`config.mk`:
```
export PLATFORM = sky130hd
export DESIGN_NAME = core_top
export DESIGN_NICKNAME = d
export VERILOG_FILES = /design/src/verilog/isa_pkg.sv /design/src/verilog/pipe_pkg.sv /design/src/verilog/pipe_stage_reg.sv /design/src/verilog/decode_stage.sv /design/src/verilog/execute_unit.sv /design/src/verilog/regfile.sv /design/src/verilog/core_top.sv
export VERILOG_INCLUDE_DIRS = /design/src /design/src/include
export SDC_FILE = /design/constraint.sdc
export NUM_CORES = 2
export LEC_CHECK = 0
export BUFFER_PORTS_ARGS = -buffer_cell sky130_fd_sc_hd__buf_2
export CORE_MARGIN = 1
export CORE_UTILIZATION = 25
export DETAILED_ROUTE_END_ITERATION = 8
export GPL_TIMING_DRIVEN = 0
export PLACE_DENSITY = 0.52
export SLEW_MARGIN = 20
export SYNTH_ARGS = -nofsm -noshare
export SYNTH_HDL_FRONTEND = slang
export SYNTH_SLANG_ARGS = --single-unit
```
`constraint.sdc`:
```
create_clock -name clk -period 8.2 [get_ports clk]
set_clock_uncertainty 0.05 [all_clocks]
set_input_delay 1.23 -clock clk [delete_from_list [all_inputs] [get_ports clk]]
set_output_delay 1.23 -clock clk [all_outputs]
set_load 0.03 [all_outputs]
```
`src/include/core_settings.svh`:
```
`ifndef CORE_SETTINGS_SVH
`define CORE_SETTINGS_SVH

// data and address word width
`define XLEN 32

// architectural integer registers
`define REG_COUNT 32

// bits needed to name one register
`define REG_IDX_W 5

// si12 field of the 2RI12 format
`define IMM12_W 12

// what is left of a word above si12
// used as the si20 width of lu12i.w
`define IMM20_W (`XLEN - `IMM12_W)

// 3R opcode field [31:15]
`define OP3R_W 17

`endif

```
`src/verilog/isa_pkg.sv`:
```
`default_nettype none

package isa_pkg;

    `include "core_settings.svh"

    typedef logic [`XLEN-1:0] word_t;
    typedef logic [`REG_IDX_W-1:0] reg_idx_t;

    // operations the core executes
    // addi.w shares ALU_ADD with add.w
    typedef enum logic [3:0] {
        ALU_NONE,
        ALU_ADD,
        ALU_SUB,
        ALU_AND,
        ALU_OR,
        ALU_XOR,
        ALU_SLT,
        ALU_SLTU,
        ALU_LUI
    } alu_op_e;

    // 3R format, opcode in inst[31:15]
    localparam logic [`OP3R_W-1:0] OP_ADD_W = 17'h00020;
    localparam logic [`OP3R_W-1:0] OP_SUB_W = 17'h00022;
    localparam logic [`OP3R_W-1:0] OP_SLT   = 17'h00024;
    localparam logic [`OP3R_W-1:0] OP_SLTU  = 17'h00025;
    localparam logic [`OP3R_W-1:0] OP_AND   = 17'h00029;
    localparam logic [`OP3R_W-1:0] OP_OR    = 17'h0002a;
    localparam logic [`OP3R_W-1:0] OP_XOR   = 17'h0002b;
    // 2RI12, opcode in inst[31:22]
    localparam logic [9:0] OP_ADDI_W = 10'h00a;
    // 1RI20, opcode in inst[31:25]
    localparam logic [6:0] OP_LU12I_W = 7'h0a;

    typedef struct packed {
        word_t   a;
        word_t   b;
        alu_op_e op;
    } operand_t;

endpackage

`default_nettype wire

```
`src/verilog/pipe_pkg.sv`:
```
`default_nettype none

package pipe_pkg;

    import isa_pkg::*;

    // decode to execute
    typedef struct packed {
        word_t    pc;
        word_t    inst;
        operand_t opnd;
        reg_idx_t rd;
        logic     rf_we;
    } idex_t;

    // execute to writeback
    // also what the debug port shows
    typedef struct packed {
        word_t    pc;
        word_t    inst;
        logic     rf_we;
        reg_idx_t rd;
        word_t    wdata;
    } commit_t;

    // one forwarding source seen by decode
    typedef struct packed {
        logic     valid;
        logic     rf_we;
        reg_idx_t rd;
        word_t    data;
    } bypass_t;

endpackage

`default_nettype wire

```
`src/verilog/pipe_stage_reg.sv`:
```
`timescale 1ns/10ps
`default_nettype none

module pipe_stage_reg import pipe_pkg::*; #(
    parameter type payload_t = idex_t
) (
    input  logic     clk,
    input  logic     rst_n_i,
    input  logic     left_valid_i,
    output logic     left_ready_o,
    input  payload_t left_data_i,
    output logic     right_valid_o,
    input  logic     right_ready_i,
    output payload_t right_data_o
);

    logic     valid_q;
    payload_t data_q;

    // take a new item when empty or when the held one leaves
    assign left_ready_o = ~valid_q | right_ready_i;

    always_ff @(posedge clk or negedge rst_n_i) begin
        if (!rst_n_i) begin
            valid_q <= 1'b0;
        end else if (left_ready_o) begin
            valid_q <= left_valid_i;
        end
    end

    // payload only moves on accept
    always_ff @(posedge clk) begin
        if (left_valid_i && left_ready_o) begin
            data_q <= left_data_i;
        end
    end

    assign right_valid_o = valid_q;
    assign right_data_o  = data_q;

endmodule

`default_nettype wire

```
`src/verilog/decode_stage.sv`:
```
`timescale 1ns/10ps
`default_nettype none

`include "core_settings.svh"

module decode_stage import isa_pkg::*; import pipe_pkg::*; (
    input  logic     inst_valid_i,
    output logic     inst_ready_o,
    input  word_t    inst_i,
    input  word_t    pc_i,
    output reg_idx_t rs1_idx_o,
    output reg_idx_t rs2_idx_o,
    input  word_t    rs1_data_i,
    input  word_t    rs2_data_i,
    input  bypass_t  ex_byp_i,
    input  bypass_t  wb_byp_i,
    output idex_t    idex_o,
    output logic     idex_valid_o,
    input  logic     idex_ready_i
);

    alu_op_e  alu_op;
    logic     imm_sel;
    word_t    imm;
    reg_idx_t rd;

    // newest producer wins, EX before WB before regfile
    function automatic word_t pick_operand(reg_idx_t idx, word_t rf_data,
                                           bypass_t ex, bypass_t wb);
        if (ex.valid && ex.rf_we && ex.rd == idx)
            return ex.data;
        if (wb.valid && wb.rf_we && wb.rd == idx)
            return wb.data;
        return rf_data;
    endfunction

    // no state here
    assign idex_valid_o = inst_valid_i;
    assign inst_ready_o = idex_ready_i;

    // rj and rk fields
    assign rs1_idx_o = inst_i[9:5];
    assign rs2_idx_o = inst_i[14:10];
    assign rd        = inst_i[4:0];

    always_comb begin
        alu_op  = ALU_NONE;
        imm_sel = 1'b0;
        imm     = '0;
        case (inst_i[31:15])
            OP_ADD_W: alu_op = ALU_ADD;
            OP_SUB_W: alu_op = ALU_SUB;
            OP_SLT:   alu_op = ALU_SLT;
            OP_SLTU:  alu_op = ALU_SLTU;
            OP_AND:   alu_op = ALU_AND;
            OP_OR:    alu_op = ALU_OR;
            OP_XOR:   alu_op = ALU_XOR;
            default:  alu_op = ALU_NONE;
        endcase
        // si12 sign-extended
        if (inst_i[31:22] == OP_ADDI_W) begin
            alu_op  = ALU_ADD;
            imm_sel = 1'b1;
            imm     = {{(`XLEN-`IMM12_W){inst_i[10+`IMM12_W-1]}}, inst_i[10 +: `IMM12_W]};
        end
        // si20 kept low, execute moves it up
        if (inst_i[31:25] == OP_LU12I_W) begin
            alu_op  = ALU_LUI;
            imm_sel = 1'b1;
            imm     = {{`IMM12_W{1'b0}}, inst_i[5 +: `IMM20_W]};
        end
    end

    always_comb begin
        idex_o.pc      = pc_i;
        idex_o.inst    = inst_i;
        idex_o.opnd.a  = pick_operand(rs1_idx_o, rs1_data_i, ex_byp_i, wb_byp_i);
        idex_o.opnd.b  = imm_sel ? imm
                                 : pick_operand(rs2_idx_o, rs2_data_i, ex_byp_i, wb_byp_i);
        idex_o.opnd.op = alu_op;
        idex_o.rd      = rd;
        // r0 writes dropped here once
        idex_o.rf_we   = (alu_op != ALU_NONE) && (rd != '0);
    end

endmodule

`default_nettype wire

```
`src/verilog/execute_unit.sv`:
```
`timescale 1ns/10ps
`default_nettype none

`include "core_settings.svh"

module execute_unit import isa_pkg::*; import pipe_pkg::*; (
    input  logic    idex_valid_i,
    input  idex_t   idex_i,
    output commit_t commit_o,
    output bypass_t ex_byp_o
);

    word_t a;
    word_t b;
    word_t result;

    assign a = idex_i.opnd.a;
    assign b = idex_i.opnd.b;

    always_comb begin
        case (idex_i.opnd.op)
            ALU_ADD:  result = a + b;
            ALU_SUB:  result = a - b;
            ALU_AND:  result = a & b;
            ALU_OR:   result = a | b;
            ALU_XOR:  result = a ^ b;
            ALU_SLT:  result = {{(`XLEN-1){1'b0}}, $signed(a) < $signed(b)};
            ALU_SLTU: result = {{(`XLEN-1){1'b0}}, a < b};
            // si20 into the upper bits
            ALU_LUI:  result = {b[`IMM20_W-1:0], {`IMM12_W{1'b0}}};
            default:  result = '0;
        endcase
    end

    assign commit_o = '{pc: idex_i.pc, inst: idex_i.inst, rf_we: idex_i.rf_we,
                        rd: idex_i.rd, wdata: result};

    // forwarding straight from the ALU
    assign ex_byp_o = '{valid: idex_valid_i, rf_we: idex_i.rf_we,
                        rd: idex_i.rd, data: result};

endmodule

`default_nettype wire

```
`src/verilog/regfile.sv`:
```
`timescale 1ns/10ps
`default_nettype none

`include "core_settings.svh"

module regfile import isa_pkg::*; (
    input  logic     clk,
    input  logic     rst_n_i,
    // operand ports for decode
    input  reg_idx_t rs1_idx_i,
    input  reg_idx_t rs2_idx_i,
    output word_t    rs1_data_o,
    output word_t    rs2_data_o,
    // debug read
    input  reg_idx_t dbg_idx_i,
    output word_t    dbg_data_o,
    // writeback
    input  logic     wr_en_i,
    input  reg_idx_t wr_idx_i,
    input  word_t    wr_data_i
);

    word_t regs [`REG_COUNT];

    // r0 filtered at decode, enable taken as is
    always_ff @(posedge clk or negedge rst_n_i) begin
        if (!rst_n_i) begin
            regs <= '{default: '0};
        end else if (wr_en_i) begin
            regs[wr_idx_i] <= wr_data_i;
        end
    end

    // r0 always reads zero
    assign rs1_data_o = (rs1_idx_i == '0) ? '0 : regs[rs1_idx_i];
    assign rs2_data_o = (rs2_idx_i == '0) ? '0 : regs[rs2_idx_i];
    assign dbg_data_o = (dbg_idx_i == '0) ? '0 : regs[dbg_idx_i];

endmodule

`default_nettype wire

```
`src/verilog/core_top.sv`:
```
`timescale 1ns/10ps
`default_nettype none

module core_top import isa_pkg::*; import pipe_pkg::*; (
    input  logic     clk,
    input  logic     rst_n_i,
    // instruction stream
    input  logic     inst_valid_i,
    output logic     inst_ready_o,
    input  word_t    inst_i,
    input  word_t    pc_i,
    // holds writeback
    input  logic     break_point_i,
    // debug register read
    input  reg_idx_t reg_num_i,
    output word_t    rf_rdata_o,
    // commit port
    output logic     ws_valid_o,
    output commit_t  debug_wb_o
);

    // decode to ID/EX
    idex_t    dec_idex;
    logic     dec_valid;
    logic     dec_ready;
    // ID/EX to execute
    idex_t    ex_idex;
    logic     ex_valid;
    logic     ex_ready;
    commit_t  ex_commit;
    // EX/WB output
    commit_t  wb_commit;
    logic     wb_valid;
    logic     wb_ready;
    // forwarding back to decode
    bypass_t  ex_byp;
    bypass_t  wb_byp;
    // operand reads
    reg_idx_t rs1_idx;
    reg_idx_t rs2_idx;
    word_t    rs1_data;
    word_t    rs2_data;

    decode_stage i_decode (
        .inst_valid_i (inst_valid_i),
        .inst_ready_o (inst_ready_o),
        .inst_i       (inst_i),
        .pc_i         (pc_i),
        .rs1_idx_o    (rs1_idx),
        .rs2_idx_o    (rs2_idx),
        .rs1_data_i   (rs1_data),
        .rs2_data_i   (rs2_data),
        .ex_byp_i     (ex_byp),
        .wb_byp_i     (wb_byp),
        .idex_o       (dec_idex),
        .idex_valid_o (dec_valid),
        .idex_ready_i (dec_ready)
    );

    pipe_stage_reg #(.payload_t(idex_t)) i_idex_reg (
        .clk          (clk),
        .rst_n_i      (rst_n_i),
        .left_valid_i (dec_valid),
        .left_ready_o (dec_ready),
        .left_data_i  (dec_idex),
        .right_valid_o(ex_valid),
        .right_ready_i(ex_ready),
        .right_data_o (ex_idex)
    );

    execute_unit i_execute (
        .idex_valid_i (ex_valid),
        .idex_i       (ex_idex),
        .commit_o     (ex_commit),
        .ex_byp_o     (ex_byp)
    );

    // writeback stalls while the break point is held
    assign wb_ready = ~break_point_i;

    pipe_stage_reg #(.payload_t(commit_t)) i_exwb_reg (
        .clk          (clk),
        .rst_n_i      (rst_n_i),
        .left_valid_i (ex_valid),
        .left_ready_o (ex_ready),
        .left_data_i  (ex_commit),
        .right_valid_o(wb_valid),
        .right_ready_i(wb_ready),
        .right_data_o (wb_commit)
    );

    // retire happens on valid and ready together
    assign ws_valid_o = wb_valid & wb_ready;

    // a held WB item still forwards, regfile not yet written
    assign wb_byp = '{valid: wb_valid, rf_we: wb_commit.rf_we,
                      rd: wb_commit.rd, data: wb_commit.wdata};

    // single-bit write enable, only on retire
    assign debug_wb_o = '{pc: wb_commit.pc, inst: wb_commit.inst,
                          rf_we: wb_commit.rf_we & ws_valid_o,
                          rd: wb_commit.rd, wdata: wb_commit.wdata};

    regfile i_regfile (
        .clk        (clk),
        .rst_n_i    (rst_n_i),
        .rs1_idx_i  (rs1_idx),
        .rs2_idx_i  (rs2_idx),
        .rs1_data_o (rs1_data),
        .rs2_data_o (rs2_data),
        .dbg_idx_i  (reg_num_i),
        .dbg_data_o (rf_rdata_o),
        .wr_en_i    (debug_wb_o.rf_we),
        .wr_idx_i   (wb_commit.rd),
        .wr_data_i  (wb_commit.wdata)
    );

endmodule

`default_nettype wire

```
# --- Word-level counts from Yosys, hierarchy flattened ---
# Cells that the tools add are included.
op_classes:
  addsub: 2
  order_cmp: 7
  eq_ne: 21
  n_mux: 38
  bitwise_logic: 14
  n_reduce_logical: 15
op_table:
  columns: ["operator", "n"]
  rows:
  - ["1024-bit bitwise mux", 1]
  - ["32-bit 2-to-1 mux", 21]
  - ["32-bit binary-select mux with 5-bit select", 3]
  - ["32-bit one-hot mux with 8 select lines", 1]
  - ["32-bit demux with 5-bit select", 1]
  - ["17-bit by 6-bit equality test with 1-bit output (second input constant)", 7]
  - ["32-bit < comparator", 2]
  - ["32-bit adder", 1]
  - ["32-bit AND", 1]
  - ["32-bit OR", 1]
  - ["32-bit subtractor", 1]
  - ["32-bit XOR", 1]
  - ["6-bit >= comparator (second input constant)", 4]
  - ["5-bit inverter with 6-bit output", 4]
  - ["3-bit one-hot mux with 7 select lines", 1]
  - ["5-bit equality test", 4]
  - ["4-bit by 3-bit equality test with 1-bit output (second input constant)", 4]
  - ["5-bit zero test", 3]
  - ["10-bit by 4-bit equality test with 1-bit output (second input constant)", 1]
  - ["1-bit logical AND", 10]
  - ["4-bit by 2-bit equality test with 1-bit output (second input constant)", 2]
  - ["1-bit 2-to-1 mux", 8]
  - ["7-bit by 4-bit equality test with 1-bit output (second input constant)", 1]
  - ["6-bit by 1-bit < comparator with 1-bit output (second input constant)", 1]
  - ["9 further kinds", 13]
word_totals:
  reg_bits: 1266
  out_inout_bits: 136
  elab_cells: 143

# --- Depth between registers and ports, before layout ---
depth:
  ltp_word: 8
  ltp_mapped: 14

# --- By module ---
# From an unflattened synthesis, not the netlist that was laid out.
hier_totals:
  cells_unflattened: 5824
  area_unflattened_um2: 79592.6
by_module_without_submodules:
  columns: ["mod", "n_inst", "cells_per_inst", "area_each_um2", "seq_area_each_um2"]
  rows:
  - ["regfile", 1, 4282, 63473.4, 25624.6]
  - ["execute_unit", 1, 908, 6024.5, 0.0]
  - ["pipe_stage_reg (i_idex_reg)", 1, 142, 4197.8, 4169.0]
  - ["pipe_stage_reg (i_exwb_reg)", 1, 106, 3116.7, 3088.0]
  - ["decode_stage", 1, 383, 2761.4, 0.0]
  - ["core_top", 1, 3, 18.8, 0.0]

# --- Least setup slack after synthesis ---
# OpenSTA, ideal clock, no wires.
synth_path:
  path_type: "input -> register"
  from: "input break_point_i"
  to: "register i_exwb_reg.data_q, in the netlist i_exwb_reg.right_data_o[0], enable pin"
  setup_time_ns: 0.700
  arrival_ns: 8.262
  setup_slack_ns: -0.812
  stages: 1
  path_cell_list: "a21boi_0"
synth_between:
  elab_chain_len: 3
synth_lines:
  columns: ["element", "line", "rtl"]
  rows:
  - ["from (decl)", "core_top.sv:13", "input logic break_point_i,"]
  - ["1-bit inverter", "core_top.sv:79", "assign wb_ready = ~break_point_i;"]
  - ["1-bit OR", "pipe_stage_reg.sv:21", "assign left_ready_o = ~valid_q | right_ready_i;"]
  - ["1-bit logical AND", "pipe_stage_reg.sv:33", "if (left_valid_i && left_ready_o) begin"]
  - ["to (signal assigned)", "pipe_stage_reg.sv:34", "data_q <= left_data_i;"]
  - ["to (decl)", "pipe_stage_reg.sv:18", "payload_t data_q;"]
# Every way passes these cells.
# A chain may end at the register's enable or synchronous reset.

# --- Final worst setup path ---
layout_path:
  from: "input reg_num_i[1]"
  to: "output rf_rdata_o[12]"
layout_between:
  elab_chain_len: 5
  word_cells_on_any_way: 6
  cone_classes: "mux (4); bitwise (1); reduce/logical (1)"
layout_lines:
  columns: ["element", "line", "rtl"]
  rows:
  - ["from (decl)", "core_top.sv:15", "input reg_idx_t reg_num_i,"]
  - ["5-bit inverter with 6-bit output (not written as such)", "regfile.sv:37", "assign dbg_data_o = (dbg_idx_i == '0) ? '0 : regs[dbg_idx_i];"]
  - ["32-bit binary-select mux with 5-bit select", "regfile.sv:37", null]
  - ["32-bit 2-to-1 mux (not written as such) (2 in series)", "regfile.sv:37", null]
  - ["32-bit 2-to-1 mux (*)", "regfile.sv:37", null]
  - ["to (decl)", "core_top.sv:16", "output word_t rf_rdata_o,"]
# Mark *: on every way between the ends. The rest lies on a longest branch, timed or not. The select of a mux whose other input is x is not followed.

==> run_results.csv <==
group,metric,value,unit
power,clock_power_share,35.5,%
timing,fmax,0.1523,GHz
cts,ctsHtreeMaxLevel,4,
final_layout,fin_cells,10050,
floorplan,rows,203,
cts,cts-resized-gates,0,
routing,drtIter0Drc,8454,
routing,vias_per_cell,5.963,
logic_synthesis,synth_top_area_cell,"dfrtp_1",
floorplan,core_area,306600,um2
logic_synthesis,yosys_warnings,0,
cts,clock_sinks,1256,
critical_path,endpoint_kind,"output pin",
timing,finalSetupTns,0,ns
routing,wire_per_inst,38.36,um
power,pwr-share-comb,24.0,%
critical_path,worstPathRequired,6.92,ns
critical_path,start_kind,"input pin",
logic_synthesis,synth_nets,5584,
cts,clkTransAtPathRegs,0.05,ns
cts,cts-hold-fix-buffers,0,
logic_synthesis,synthArstFlopShare,81.69,%
final_layout,fin_nets,5999,
critical_path,critPathArrivalTime,5.29,ns
floorplan,ios,209,
place,hpwl,271200,um
min_path,hp-class,"in -> async",
floorplan,die_area,311400,um2
floorplan,initial_core_util,25.21,%
power,powerDensity,220.3,nW/um2
logic_synthesis,avgSynthCellArea,14.30,um2
power,p_int,13390,uW
power,power_switching,6476,uW
routing,drc_errors,0,
final_layout,area_growth,16.66,%
logic_synthesis,synth_area_leaders,"dfrtp_1, mux4_2, mux2_2, edfxtp_1, mux2i_1",
logic_synthesis,synth_cells,5404,
cts,cts_tree,"built",
outcome,status,"complete, no violations",
floorplan,dieWidth,558.0,um
timing,worst_pin_slew,1.400,ns
routing,num_vias,59920,
logic_synthesis,synth-seq-area-share,42.15,%
cts,clock_path_buffers,4,
timing,holdWs,0.1927,ns
cts,clk-insertion-delay-late,0.91,ns
timing,setup_ws,1.634,ns
critical_path,reg2reg_from,"i_exwb_reg.right_valid_o",
grt,grt_pass1_vias,58470,
grt,grt_overflow_total,0,
final_layout,drive_gt1_share,46.79,%
grt,grt_max_degree,132,
power,leakage,0.03787,uW
final_layout,nFillCells,30920,
timing,fin_crit_sh,80.08,%
routing,drtAntennaViolNets,0,
timing,rsz0062_at_grt,"no",
timing,drv_slew,0,
power,seq_power_share,40.6,%
logic_synthesis,synth.distinct_cells,91,
timing,min_period,6.566,ns
timing,hold_viol,0,
cts,cts_buffers,156,
logic_synthesis,synth-edff-count,230,
grt,globalRouteTotalUtil,24.25,%
logic_synthesis,synth_seq_cells,1256,
place,place_area,85100,um2
cts,root_buffer,"clkbuf_16",
critical_path,criticalPathCategory,"in -> out",
job,cap_viol_max_count,0,
logic_synthesis,ys.flop_type,"dfrtp_1",
routing,dr.pass1.iters,6,
cts,cts_setup_buffers,0,
critical_path,critPathLaunch,"reg_num_i[1]",
place,dp_cells,9761,
grt,grt_pass1_wl,513800,um
power,ir_drop,182.8,uV
grt,antenna_found_initial,24,
place,io_buffers,205,
floorplan,die_y,558.0,um
logic_synthesis,synth_top_area_share,33.22,%
logic_synthesis,netlist_area,77290,um2
power,sw_frac_of_total,32.60,%
place,place_congestion,0.9988,
final_layout,finalInstanceArea,90170,um2
timing,setup_viol,0,
timing,slew_headroom,6.657,%
place,post-place-ws,1.780,ns
critical_path,critical_path_peak_fanout,10,
routing,wirelength,385400,um
-- area by class of cell --
| cell class | count | area [um2] | area share [%] |
|---|---|---|---|
| antenna | 11 | 27.53 | 0.03053 |
| multi-input combinational | 3437 | 41760 | 46.31 |
| buffer | 588 | 2858 | 3.169 |
| timing repair buffer | 257 | 2326 | 2.580 |
| sequential | 1256 | 32580 | 36.13 |
| clock inverter | 45 | 447.9 | 0.4968 |
| inverter | 123 | 461.7 | 0.5120 |
| clock buffer | 231 | 4579 | 5.079 |
| tap | 4100 | 5130 | 5.689 |
-- path summary, 6_finish.rpt --
path / end / slack (ns) / cells after the start
worst max-delay path: rf_rdata_o[12] / 1.63 / 8
worst min-delay path: i_regfile.regs[299] / 0.19 / 1
worst max register to register: i_regfile.regs[295] / 3.29 / 6
worst min register to register: i_exwb_reg.right_data_o[43] / 0.34 / 0
max in group asynchronous: i_regfile.regs[857] / 5.12 / 5
min in group clk: i_exwb_reg.right_data_o[43] / 0.34 / 0
-- critical path: stages --
cell      delay (ns)
clkbuf_1        0.24
clkbuf_1        0.97
buf_1           0.95
mux4_2          0.42
mux4_2          0.48
mux2i_1         0.56
nor2_1          0.19
buf_2           0.23
-- power by group through the flow --
stage,Clock (uW),Combinational [uW],Sequential (uW)
floorplan,0,2960,7820
global placement,0,4490,8070
detailed placement,0,4620,8110
CTS,7080,4640,8000
global route,7320,4920,8140
finish,7050,4760,8060
-- metal layers --
metal  global-route usage (%)  vias to the layer above  share of wire (%)
li1                         -                    22260                  -
met1                    28.72                    31830                 36
met2                    35.71                     4506                 43
met3                    9.858                     1296                 13
met4                    16.75                       26                8.3
met5                   0.4322                        -              0.089
-- cells in the final DEF (no fill, tap or decap), drive strengths merged, types with 17 or more instances in the layout --
cell,synthesis,layout
nand2,108,108
nor3,27,27
a21o,19,19
nand3,61,61
o21ai,128,128
a221oi,148,148
nand2b,17,17
mux2,1065,1065
dfrtp,1026,1026
ha,105,105
a22oi,55,55
a21oi,126,126
nor2b,18,18
o211ai,38,38
mux4,821,821
clkinv,1,35
and3,20,20
xnor2,19,19
clkbuf,369,601
inv,122,124
mux2i,222,222
edfxtp,230,230
a31oi,20,20
buf,219,475
nor2,167,167
-- registers in the layout (all words and copies together) (netlist names) --
register	flops
i_idex_reg.right_data_o	133
i_idex_reg.right_valid_o	1
i_regfile.regs	1024
i_exwb_reg.right_valid_o	1
i_exwb_reg.right_data_o	97
-- cells in the mapped netlist (8+ instances only) --
cell,count
mux2_2,1064
dfrtp_1,1026
mux4_2,821
clkbuf_1,369
edfxtp_1,230
mux2i_1,222
nor2_1,167
a221oi_1,148
a21oi_1,125
inv_1,122
o21ai_0,122
nand2_1,108
ha_1,105
buf_1,102
buf_4,77
nand3_1,61
a22oi_1,55
buf_2,37
o211ai_1,36
nor3_1,25
and3_1,20
a21o_1,19
a31oi_1,19
xnor2_1,19
nor2b_1,18
nand2b_1,17
a211oi_1,14
o221ai_1,12
o31ai_1,12
a22o_1,11
and2_1,10
nand4_1,10
nor4_1,10
o21a_1,10
o21bai_1,10
a211o_1,8
a221o_1,8
o22ai_1,8
or2_2,8
or3_1,8
xor2_1,8
-- metrics by stage --
step                total power [uW]  util, %
floorplan                      10780        -
global placement               12550    27.22
global route                   20380    29.41
finish                         19860    29.41
detailed placement             12730    27.76
CTS                            19720    29.40
-- cells by family after synthesis --
group | share of synthesized area [%]
flip-flops | 42.15
multiplexers | 42.32
adder cells (fa/ha/maj) | 1.751
XOR/XNOR | 0.3059
AND/OR/NAND/NOR | 3.136
AO/OA/AOI/OAI | 6.422
buffers and inverters | 3.916
(Power assumes the default switching activity.)
